==> src/common/llc_consts.svh <==
// cache lookup widths and counts for the package and every RTL file that includes it
`ifndef LLC_CONSTS_SVH
`define LLC_CONSTS_SVH

// address split from msb to lsb is tag then index then offset
// byte within a cache line
`define LLC_OFFSET_W 4
// set select for 16 sets
`define LLC_INDEX_W 4
// stored tag bits
`define LLC_TAG_W 8
// full descriptor address
`define LLC_ADDR_W (`LLC_TAG_W + `LLC_INDEX_W + `LLC_OFFSET_W)

// associativity
`define LLC_WAYS 4

// descriptor id with one miss counter per id value
`define LLC_ID_W 2
// miss counter width that saturates at all ones
`define LLC_CNT_W 3

`endif

==> src/common/llc_pkg.sv <==
// shared types of the cache lookup stage that each module imports as needed
`include "llc_consts.svh"

package llc_pkg;

  // address as seen by the tag store
  typedef struct packed {
    logic [`LLC_TAG_W-1:0]    tag;
    logic [`LLC_INDEX_W-1:0]  index;
    logic [`LLC_OFFSET_W-1:0] offset;
  } addr_fields_t;

  // same word either as a plain bus or split into fields
  typedef union packed {
    logic [`LLC_ADDR_W-1:0] raw;
    addr_fields_t           fields;
  } addr_u;

  // one-hot way select
  typedef logic [`LLC_WAYS-1:0] way_ind_t;

  // descriptor whose last four fields are written by the lookup
  typedef struct packed {
    logic [`LLC_ID_W-1:0]  id;
    addr_u                 addr;
    logic                  rw;        // 1 = write
    way_ind_t              way_ind;
    logic                  refill;
    logic                  evict;
    logic [`LLC_TAG_W-1:0] evict_tag;
  } desc_t;

  // registered answer of the tag store
  typedef struct packed {
    way_ind_t              way_ind;
    logic                  hit;
    logic                  evict;
    logic [`LLC_TAG_W-1:0] evict_tag;
  } lookup_res_t;

  // names one cache line
  typedef struct packed {
    logic [`LLC_INDEX_W-1:0] index;
    way_ind_t                way_ind;
  } lock_t;

  // miss counter event
  typedef struct packed {
    logic [`LLC_ID_W-1:0] id;
    logic                 valid;
  } cnt_t;

endpackage

==> src/hw/tag_store/tag_store.sv <==
// tag, valid and dirty storage with reset sweep, lookup and round-robin allocation for the lookup stage
`timescale 1ns/1ns
`include "llc_consts.svh"

module tag_store
  import llc_pkg::*;
(
  input  logic        clk_i,
  input  logic        rst_n_i,
  input  logic        req_valid_i,
  input  addr_u       req_addr_i,
  input  logic        req_dirty_i,
  output lookup_res_t res_o,
  output logic        init_done_o
);

  localparam int unsigned SETS  = 1 << `LLC_INDEX_W;
  localparam int unsigned PTR_W = $clog2(`LLC_WAYS);

  // storage arrays cleared by the sweep
  logic [`LLC_WAYS-1:0]  valid_q [SETS];
  logic [`LLC_WAYS-1:0]  dirty_q [SETS];
  logic [`LLC_TAG_W-1:0] tag_q   [SETS][`LLC_WAYS];
  // next victim per set
  logic [PTR_W-1:0]      ptr_q   [SETS];

  logic [`LLC_INDEX_W-1:0] sweep_idx_q;
  logic                    init_done_q;

  // request captured at acceptance and looked up one cycle later
  logic                    req_pending_q;
  addr_u                   req_addr_q;
  logic                    req_dirty_q;

  logic [`LLC_INDEX_W-1:0] idx;
  way_ind_t                hit_ways;
  logic                    hit;
  logic [PTR_W-1:0]        victim;
  way_ind_t                victim_ind;

  ////////////////////////////////////////
  // compare
  ////////////////////////////////////////
  always_comb begin
    idx = req_addr_q.fields.index;
    // all ways of the set in parallel
    for (int w = 0; w < `LLC_WAYS; w++) begin
      hit_ways[w] = valid_q[idx][w] && (tag_q[idx][w] == req_addr_q.fields.tag);
    end
    hit        = |hit_ways;
    victim     = ptr_q[idx];
    victim_ind = way_ind_t'(1) << victim;
  end

  ////////////////////////////////////////
  // sweep and request control
  ////////////////////////////////////////
  always_ff @(posedge clk_i) begin
    if (!rst_n_i) begin
      sweep_idx_q   <= '0;
      init_done_q   <= 1'b0;
      req_pending_q <= 1'b0;
    end else begin
      // one set per cycle until the last set
      if (!init_done_q) begin
        sweep_idx_q <= sweep_idx_q + 1'b1;
        if (&sweep_idx_q) begin
          init_done_q <= 1'b1;
        end
      end
      req_pending_q <= req_valid_i;
    end
  end

  // request payload
  always_ff @(posedge clk_i) begin
    if (req_valid_i) begin
      req_addr_q.raw <= req_addr_i.raw;
      req_dirty_q    <= req_dirty_i;
    end
  end

  ////////////////////////////////////////
  // array update and result
  ////////////////////////////////////////
  always_ff @(posedge clk_i) begin
    if (!init_done_q) begin
      // clear the swept set
      valid_q[sweep_idx_q] <= '0;
      dirty_q[sweep_idx_q] <= '0;
      ptr_q[sweep_idx_q]   <= '0;
      for (int w = 0; w < `LLC_WAYS; w++) begin
        tag_q[sweep_idx_q][w] <= '0;
      end
    end else if (req_pending_q) begin
      if (hit) begin
        // a write marks the hit line dirty
        dirty_q[idx] <= dirty_q[idx] | (hit_ways & {`LLC_WAYS{req_dirty_q}});
        res_o <= '{way_ind: hit_ways, hit: 1'b1, evict: 1'b0, evict_tag: '0};
      end else begin
        // allocate the pointed way and evict the old line if valid and dirty
        tag_q[idx][victim] <= req_addr_q.fields.tag;
        valid_q[idx]       <= valid_q[idx] | victim_ind;
        dirty_q[idx]       <= req_dirty_q ? (dirty_q[idx] | victim_ind)
                                          : (dirty_q[idx] & ~victim_ind);
        ptr_q[idx]         <= victim + 1'b1;
        res_o <= '{way_ind:   victim_ind,
                   hit:       1'b0,
                   evict:     valid_q[idx][victim] & dirty_q[idx][victim],
                   evict_tag: tag_q[idx][victim]};
      end
    end
  end

  assign init_done_o = init_done_q;

endmodule

==> src/hw/miss_counters.sv <==
// outstanding-miss counters per descriptor id giving force-to-miss and stall for the current id
`timescale 1ns/1ns
`include "llc_consts.svh"

module miss_counters
  import llc_pkg::*;
(
  input  logic                 clk_i,
  input  logic                 rst_n_i,
  input  cnt_t                 cnt_up_i,
  input  cnt_t                 cnt_down_i,
  input  logic [`LLC_ID_W-1:0] query_id_i,
  output logic                 to_miss_o,
  output logic                 stall_o
);

  localparam int unsigned IDS = 1 << `LLC_ID_W;

  logic [`LLC_CNT_W-1:0] cnt_q [IDS];
  // per-id event decode
  logic [IDS-1:0]        up_sel;
  logic [IDS-1:0]        down_sel;

  always_comb begin
    up_sel   = '0;
    down_sel = '0;
    up_sel[cnt_up_i.id]     = cnt_up_i.valid;
    down_sel[cnt_down_i.id] = cnt_down_i.valid;
  end

  always_ff @(posedge clk_i) begin
    if (!rst_n_i) begin
      for (int i = 0; i < IDS; i++) begin
        cnt_q[i] <= '0;
      end
    end else begin
      for (int i = 0; i < IDS; i++) begin
        // up and down together cancel out
        if (up_sel[i] && !down_sel[i] && !(&cnt_q[i])) begin
          cnt_q[i] <= cnt_q[i] + 1'b1;
        end else if (down_sel[i] && !up_sel[i] && (|cnt_q[i])) begin
          cnt_q[i] <= cnt_q[i] - 1'b1;
        end
      end
    end
  end

  // later hits must follow the misses in flight
  assign to_miss_o = |cnt_q[query_id_i];
  // full counter holds back further misses of this id
  assign stall_o   = &cnt_q[query_id_i];

endmodule

==> src/hw/lock_table.sv <==
// one lock bit per cache line that is set when a descriptor leaves and cleared by the downstream unlock
`timescale 1ns/1ns
`include "llc_consts.svh"

module lock_table
  import llc_pkg::*;
(
  input  logic  clk_i,
  input  logic  rst_n_i,
  input  lock_t lock_i,
  input  logic  lock_set_i,
  input  lock_t unlock_i,
  input  logic  unlock_valid_i,
  input  lock_t query_i,
  output logic  locked_o
);

  localparam int unsigned SETS = 1 << `LLC_INDEX_W;

  logic [`LLC_WAYS-1:0] lock_q [SETS];
  logic [`LLC_WAYS-1:0] lock_d [SETS];

  // unlock is applied one edge after its strobe
  lock_t                unlock_q;
  logic                 unlock_pend_q;

  always_comb begin
    for (int s = 0; s < SETS; s++) begin
      lock_d[s] = lock_q[s];
      if (unlock_pend_q && (unlock_q.index == (`LLC_INDEX_W)'(s))) begin
        lock_d[s] = lock_d[s] & ~unlock_q.way_ind;
      end
      // set after clear so a colliding set wins
      if (lock_set_i && (lock_i.index == (`LLC_INDEX_W)'(s))) begin
        lock_d[s] = lock_d[s] | lock_i.way_ind;
      end
    end
  end

  always_ff @(posedge clk_i) begin
    if (!rst_n_i) begin
      unlock_pend_q <= 1'b0;
      for (int s = 0; s < SETS; s++) begin
        lock_q[s] <= '0;
      end
    end else begin
      unlock_pend_q <= unlock_valid_i;
      lock_q        <= lock_d;
    end
  end

  always_ff @(posedge clk_i) begin
    if (unlock_valid_i) begin
      unlock_q <= unlock_i;
    end
  end

  // line still held by a descriptor downstream
  assign locked_o = |(lock_q[query_i.index] & query_i.way_ind);

endmodule

==> src/hw/hit_miss_unit.sv <==
// top of the cache lookup stage that routes each descriptor to the hit or the miss port after its lookup
`timescale 1ns/1ns
`include "llc_consts.svh"

module hit_miss_unit
  import llc_pkg::*;
(
  input  logic  clk_i,
  input  logic  rst_n_i,
  input  desc_t desc_i,
  input  logic  valid_i,
  output logic  ready_o,
  output desc_t desc_o,
  output logic  hit_valid_o,
  input  logic  hit_ready_i,
  output logic  miss_valid_o,
  input  logic  miss_ready_i,
  input  lock_t unlock_i,
  input  logic  unlock_valid_i,
  input  cnt_t  cnt_down_i
);

  desc_t       desc_q;
  logic        busy_q;
  // lookup result is present for the held descriptor
  logic        lookup_done_q;
  // port frozen from the raised valid until the transfer
  logic        held_q;
  logic        held_miss_q;

  lookup_res_t lookup_res;
  logic        init_done;
  logic        locked;
  logic        stall;
  logic        to_miss;

  logic        go_miss;
  logic        out_ok;
  logic        depart;
  logic        accept;
  lock_t       lock;
  cnt_t        cnt_up;

  ////////////////////////////////////////
  // routing
  ////////////////////////////////////////
  always_comb begin
    // merge lookup result into the descriptor
    desc_o           = desc_q;
    desc_o.way_ind   = lookup_res.way_ind;
    desc_o.refill    = ~lookup_res.hit;
    desc_o.evict     = lookup_res.evict;
    desc_o.evict_tag = lookup_res.evict_tag;

    // hits of an id with misses in flight also take the miss port
    go_miss = held_q ? held_miss_q : (~lookup_res.hit | to_miss);
    out_ok  = busy_q & lookup_done_q & (held_q | ~(locked | stall));

    hit_valid_o  = out_ok & ~go_miss;
    miss_valid_o = out_ok & go_miss;
    depart       = (hit_valid_o & hit_ready_i) | (miss_valid_o & miss_ready_i);

    // next descriptor may enter as the current one leaves
    ready_o = init_done & (~busy_q | depart);
    accept  = valid_i & ready_o;
  end

  always_ff @(posedge clk_i) begin
    if (!rst_n_i) begin
      busy_q        <= 1'b0;
      lookup_done_q <= 1'b0;
      held_q        <= 1'b0;
    end else if (accept) begin
      busy_q        <= 1'b1;
      lookup_done_q <= 1'b0;
      held_q        <= 1'b0;
    end else if (depart) begin
      busy_q        <= 1'b0;
      lookup_done_q <= 1'b0;
      held_q        <= 1'b0;
    end else begin
      // result is registered one edge after acceptance
      if (busy_q) begin
        lookup_done_q <= 1'b1;
      end
      if (out_ok) begin
        held_q <= 1'b1;
      end
    end
  end

  // descriptor and frozen port choice
  always_ff @(posedge clk_i) begin
    if (accept) begin
      desc_q <= desc_i;
    end
    if (out_ok && !held_q) begin
      held_miss_q <= go_miss;
    end
  end

  ////////////////////////////////////////
  // submodules
  ////////////////////////////////////////
  tag_store tag_store_inst (
    .clk_i       (clk_i),
    .rst_n_i     (rst_n_i),
    .req_valid_i (accept),
    .req_addr_i  (desc_i.addr),
    .req_dirty_i (desc_i.rw),
    .res_o       (lookup_res),
    .init_done_o (init_done)
  );

  // the line leaving is the one queried
  assign lock = '{index: desc_o.addr.fields.index, way_ind: desc_o.way_ind};

  lock_table lock_table_inst (
    .clk_i          (clk_i),
    .rst_n_i        (rst_n_i),
    .lock_i         (lock),
    .lock_set_i     (depart),
    .unlock_i       (unlock_i),
    .unlock_valid_i (unlock_valid_i),
    .query_i        (lock),
    .locked_o       (locked)
  );

  // count up on every miss port transfer
  assign cnt_up = '{id: desc_q.id, valid: miss_valid_o & miss_ready_i};

  miss_counters miss_counters_inst (
    .clk_i      (clk_i),
    .rst_n_i    (rst_n_i),
    .cnt_up_i   (cnt_up),
    .cnt_down_i (cnt_down_i),
    .query_id_i (desc_q.id),
    .to_miss_o  (to_miss),
    .stall_o    (stall)
  );

endmodule

==> config.mk <==
export PLATFORM = sky130hd
export DESIGN_NAME = hit_miss_unit
export DESIGN_NICKNAME = d
export VERILOG_FILES = /design/src/common/llc_pkg.sv /design/src/hw/tag_store/tag_store.sv /design/src/hw/miss_counters.sv /design/src/hw/lock_table.sv /design/src/hw/hit_miss_unit.sv
export VERILOG_INCLUDE_DIRS = /design/src /design/src/common
export SDC_FILE = /design/constraint.sdc
export NUM_CORES = 1
export LEC_CHECK = 0
export ABC_AREA = 1
export ABC_CLOCK_PERIOD_IN_PS = 6050
export BUFFER_PORTS_ARGS = -buffer_cell sky130_fd_sc_hd__buf_2
export CAP_MARGIN = 0
export CORE_UTILIZATION = 63
export DETAILED_ROUTE_END_ITERATION = 8
export PLACE_DENSITY_LB_ADDON = 0.3
export SETUP_SLACK_MARGIN = 0.3
export SYNTH_ARGS = -nofsm -noshare
export SYNTH_HDL_FRONTEND = slang
export SYNTH_SLANG_ARGS = --single-unit
export TNS_END_PERCENT = 5
==> constraint.sdc <==
create_clock -name clk_i -period 6.05 [get_ports clk_i]
set_input_delay 0.605 -clock clk_i [delete_from_list [all_inputs] [get_ports clk_i]]
set_output_delay 0.605 -clock clk_i [all_outputs]
set_load 0.03 [all_outputs]
==> summary.md <==
| Metric | Value |
|---|---|
| Pre-CTS WS | `0.901 ns` |
| Die ar. | `~57000 sq um` |
| Setup CP Type | `register to register` |
| FF+latch area | `23400 sq um` |
| Die width | `around 240 microns` |
| Initial antenna violation count | `1` |
| Status | `complete, no violations` |
| Worst ir drop on vdd | `~0.00027 V` |
| Post-synth EDFFs | `726` |
| Largest net degree at the start of global routing | `162` |
| Area of the multi-input gates | `between 10000 and 15000 sq um` |
| Vias in the first global route | `roughly 25000` |
| Asr flop ratio synth | `0%` |
| Yosys cell types | `between 40 and 50` |
| Synth Warn # | `0` |
| Crit-path cells | `inv_8, buf_4, nor2_1, nor2_1, o21ai_1, nand3_1, nand3_1, nand2_1, nand2_1, nand2_1, nor2_1, nand3_2, nand2_4, nor2_8, o211ai_4, nand2_4, inv_1, nor2_4, buf_4` |
| Max transition margin | `8.10%` |
| Synth Net Count | `3420` |
| Max-cap viol count | `0` |
| Final period util | `~90%` |
| Largest delay share family, worst path | `simple AND/OR/NAND/NOR gates` |
| CP Launch Type | `register` |
| Num rows | `86` |
| Most frequent cells in the layout | `edfxtp_1 (726), nand2_1 (617), nor2_1 (431)` |
| WP buf/inv | `4` |
| Drt wl/cell | `around 22 microns` |
| PostCTS Resize Cnt | `0` |
| #FFs+latches synth | `between 800 and 900` |
| Antenna Cells | `0` |
| Post-Syn Area per Cell | `around 11 sq um` |
| CTS tree | `yes` |
| Min Clock Period, post-route | `5.32 ns` |
| CTS buffer count | `80` |
| DRC Markers | `0` |
| RD Place Congestion | `0.917` |
| CP Max Fanout | `between 90 and 100` |
| Core region area | `approximately 55000 sq um` |
| Fin. max-slew vios | `0` |
| Skew-Pair Late Insertion Delay | `about 0.64 ns` |
| CP max stage cell | `nor2_4` |
| Syn Inst Count | `between 3000 and 4000` |
| Hold Slack | `between 0.1 and 0.15 ns` |
| Post-DP Area | `36400 sq um` |
| Worst Slack Setup Final | `roughly 0.73 ns` |
| Die height | `around 240 microns` |
| PortBufs | `a little over 70` |
| Hold bufs inserted after CTS | `0` |
| Netlist Area Pre-Place | `between 30000 and 40000 sq um` |
| Sequential area share after synthesis | `approximately two thirds` |
| Final Util | `70.6%` |
| Hold Violations, Final | `0` |
| Worst Setup End Kind | `register` |
| Most common cell after layout, fill and taps aside | `edfxtp_1` |
| Sink Count | `between 800 and 900` |
| Grt total ovfl | `0` |
| Final #Nets | `roughly 3500` |
| 1st-iter DRT viols | `3878` |
| Setup TNS | `0 ns` |
| Initial Util | `a little under two thirds` |
| Setup bufs post-CTS | `0` |
| First-pass GRT wire length | `141000 microns` |
| Clock root buffer | `clkbuf_16` |
| Critical Path RT | `about 6.4 ns` |
| Setup Viol. Count Final | `0` |
| Area Overhead vs Synth | `10.4%` |
| Routed WL | `~93000 microns` |
| Vias/cell | `~6.2` |
| F_max | `around 190 MHz` |
| DRT antenna net count | `0` |
| Final HPWL DP | `between 50000 and 60000 microns` |
| 1st-pass router iterations | `7` |
| # fillers | `~3800` |
| Hold WC Path Type | `input pin to register` |
| CTS max path bufs | `3` |
| Worst Tran Pin Value | `1.38 ns` |
| CP peak stage delay | `roughly 0.70 ns` |
| Crit path DAT | `5.66 ns` |
| Clk_skew | `about 0.044 ns` |
| Number of H-tree levels | `3` |
| Synth Flop Type | `edfxtp_1` |
| Vias | `26200` |
| Cell Pwr Density | `about 300 nW/um^2` |
| Worst-path clk slew | `around 0.06 ns` |
| GRT Total Usage | `32.7%` |
| RSZ-0062 raised after global routing | `false` |
| Pleak | `about 0.015 uW` |
| Top-Level Pins | `between 80 and 90` |
| Share of cells above drive strength 1 | `around 10%` |
| Design area | `approximately 39000 sq um` |
[layer usage]
metal / part of all wire [%] / wire, microns / GRT usage [%]
met2: 48 / 45000 / 53.4
met1: 38 / 35300 / 44.5
met4: 3.1 / 2900 / 12.0
met3: 11 / 9810 / 5.45
met5: 0.0075 / 7 / 0
[kinds of logic after synthesis]
family | synth area share, %
flops | 66.1
buf+inv | 5.70
fa+ha+maj | 0.488
xor+xnor | 0.0990
compound gates | 9.16
simple gates | 18.4
[synthesized netlist by cell type (all sizes together) (7+ instances only)]
| library cell | number | area, sq um |
|---|---|---|
| nor3 | 16 | 80.1 |
| clkbuf | 84 | 315 |
| inv | 234 | 878 |
| nand3 | 318 | 1620 |
| o221ai | 16 | 140 |
| nor2 | 450 | 1770 |
| a31oi | 24 | 150 |
| o22ai | 9 | 56.3 |
| a21oi | 114 | 571 |
| o211ai | 59 | 470 |
| buf | 128 | 810 |
| edfxtp | 726 | 21800 |
| o21ai | 312 | 1570 |
| nand4 | 70 | 444 |
| ha | 9 | 113 |
| nand2 | 651 | 2540 |
| or2 | 7 | 43.8 |
| a22oi | 30 | 225 |
| dfxtp | 80 | 1600 |
[flip-flops by register name, indices dropped and copies added, names as in the netlist, named ones only]
signal and flops:
held_q 1, tag_store_inst.ptr_q 32, tag_store_inst.tag_q 512, miss_counters_inst.cnt_q 12, tag_store_inst.sweep_idx_q 4, tag_store_inst.req_dirty_q 1, desc_o 2, lookup_done_q 1
busy_q 1, tag_store_inst.valid_q 64, tag_store_inst.req_pending_q 1, tag_store_inst.req_addr_q 16, tag_store_inst.init_done_o 1, tag_store_inst.dirty_q 64, held_miss_q 1, lock_table_inst.unlock_q 8
lock_table_inst.unlock_pend_q 1, lock_table_inst.lock_q 64, tag_store_inst.res_o 14
[final timing paths]
kind	start	endpoint	slack [ns]	depth (start not counted)
worst max register to register	register	tag_store_inst.tag_q[5][29]$_DFFE_PP_	0.73	19
worst min-delay path	desc_i[23]	tag_store_inst.req_addr_q[8]$_DFFE_PN_	0.14	1
worst max-delay path	register	tag_store_inst.tag_q[5][29]$_DFFE_PP_	0.73	19
worst min register to register	lock_table_inst.lock_q[56]$_SDFF_PN0_	lock_table_inst.lock_q[56]$_SDFF_PN0_	0.48	2
[area by class of cell]
class | instances | share of cell area [%]
inverters | 238 | 2.32
repair buffers | 163 | 2.90
clock inverters | 46 | 1.22
well taps | 748 | 2.40
clock buffers | 102 | 5.55
multi-input cells | 2102 | 25.7
flip-flops and latches | 806 | 59.9
[through the flow]
step                      std cells  power, uW
final                          4205      11400
after global routing           4205      11700
after CTS                      4205      11400
after detailed placement       4057       6510
after global placement         4057       6490
after floorplan                3358       6400
[report_power, final]
part           total, uW  internal, uW  switching [uW]
Sequential          6140          6100            35.0
Clock               5020          2930            2090
Combinational        262          68.7             194
Total              11400          9110            2320
(Power assumes the default switching activity.)
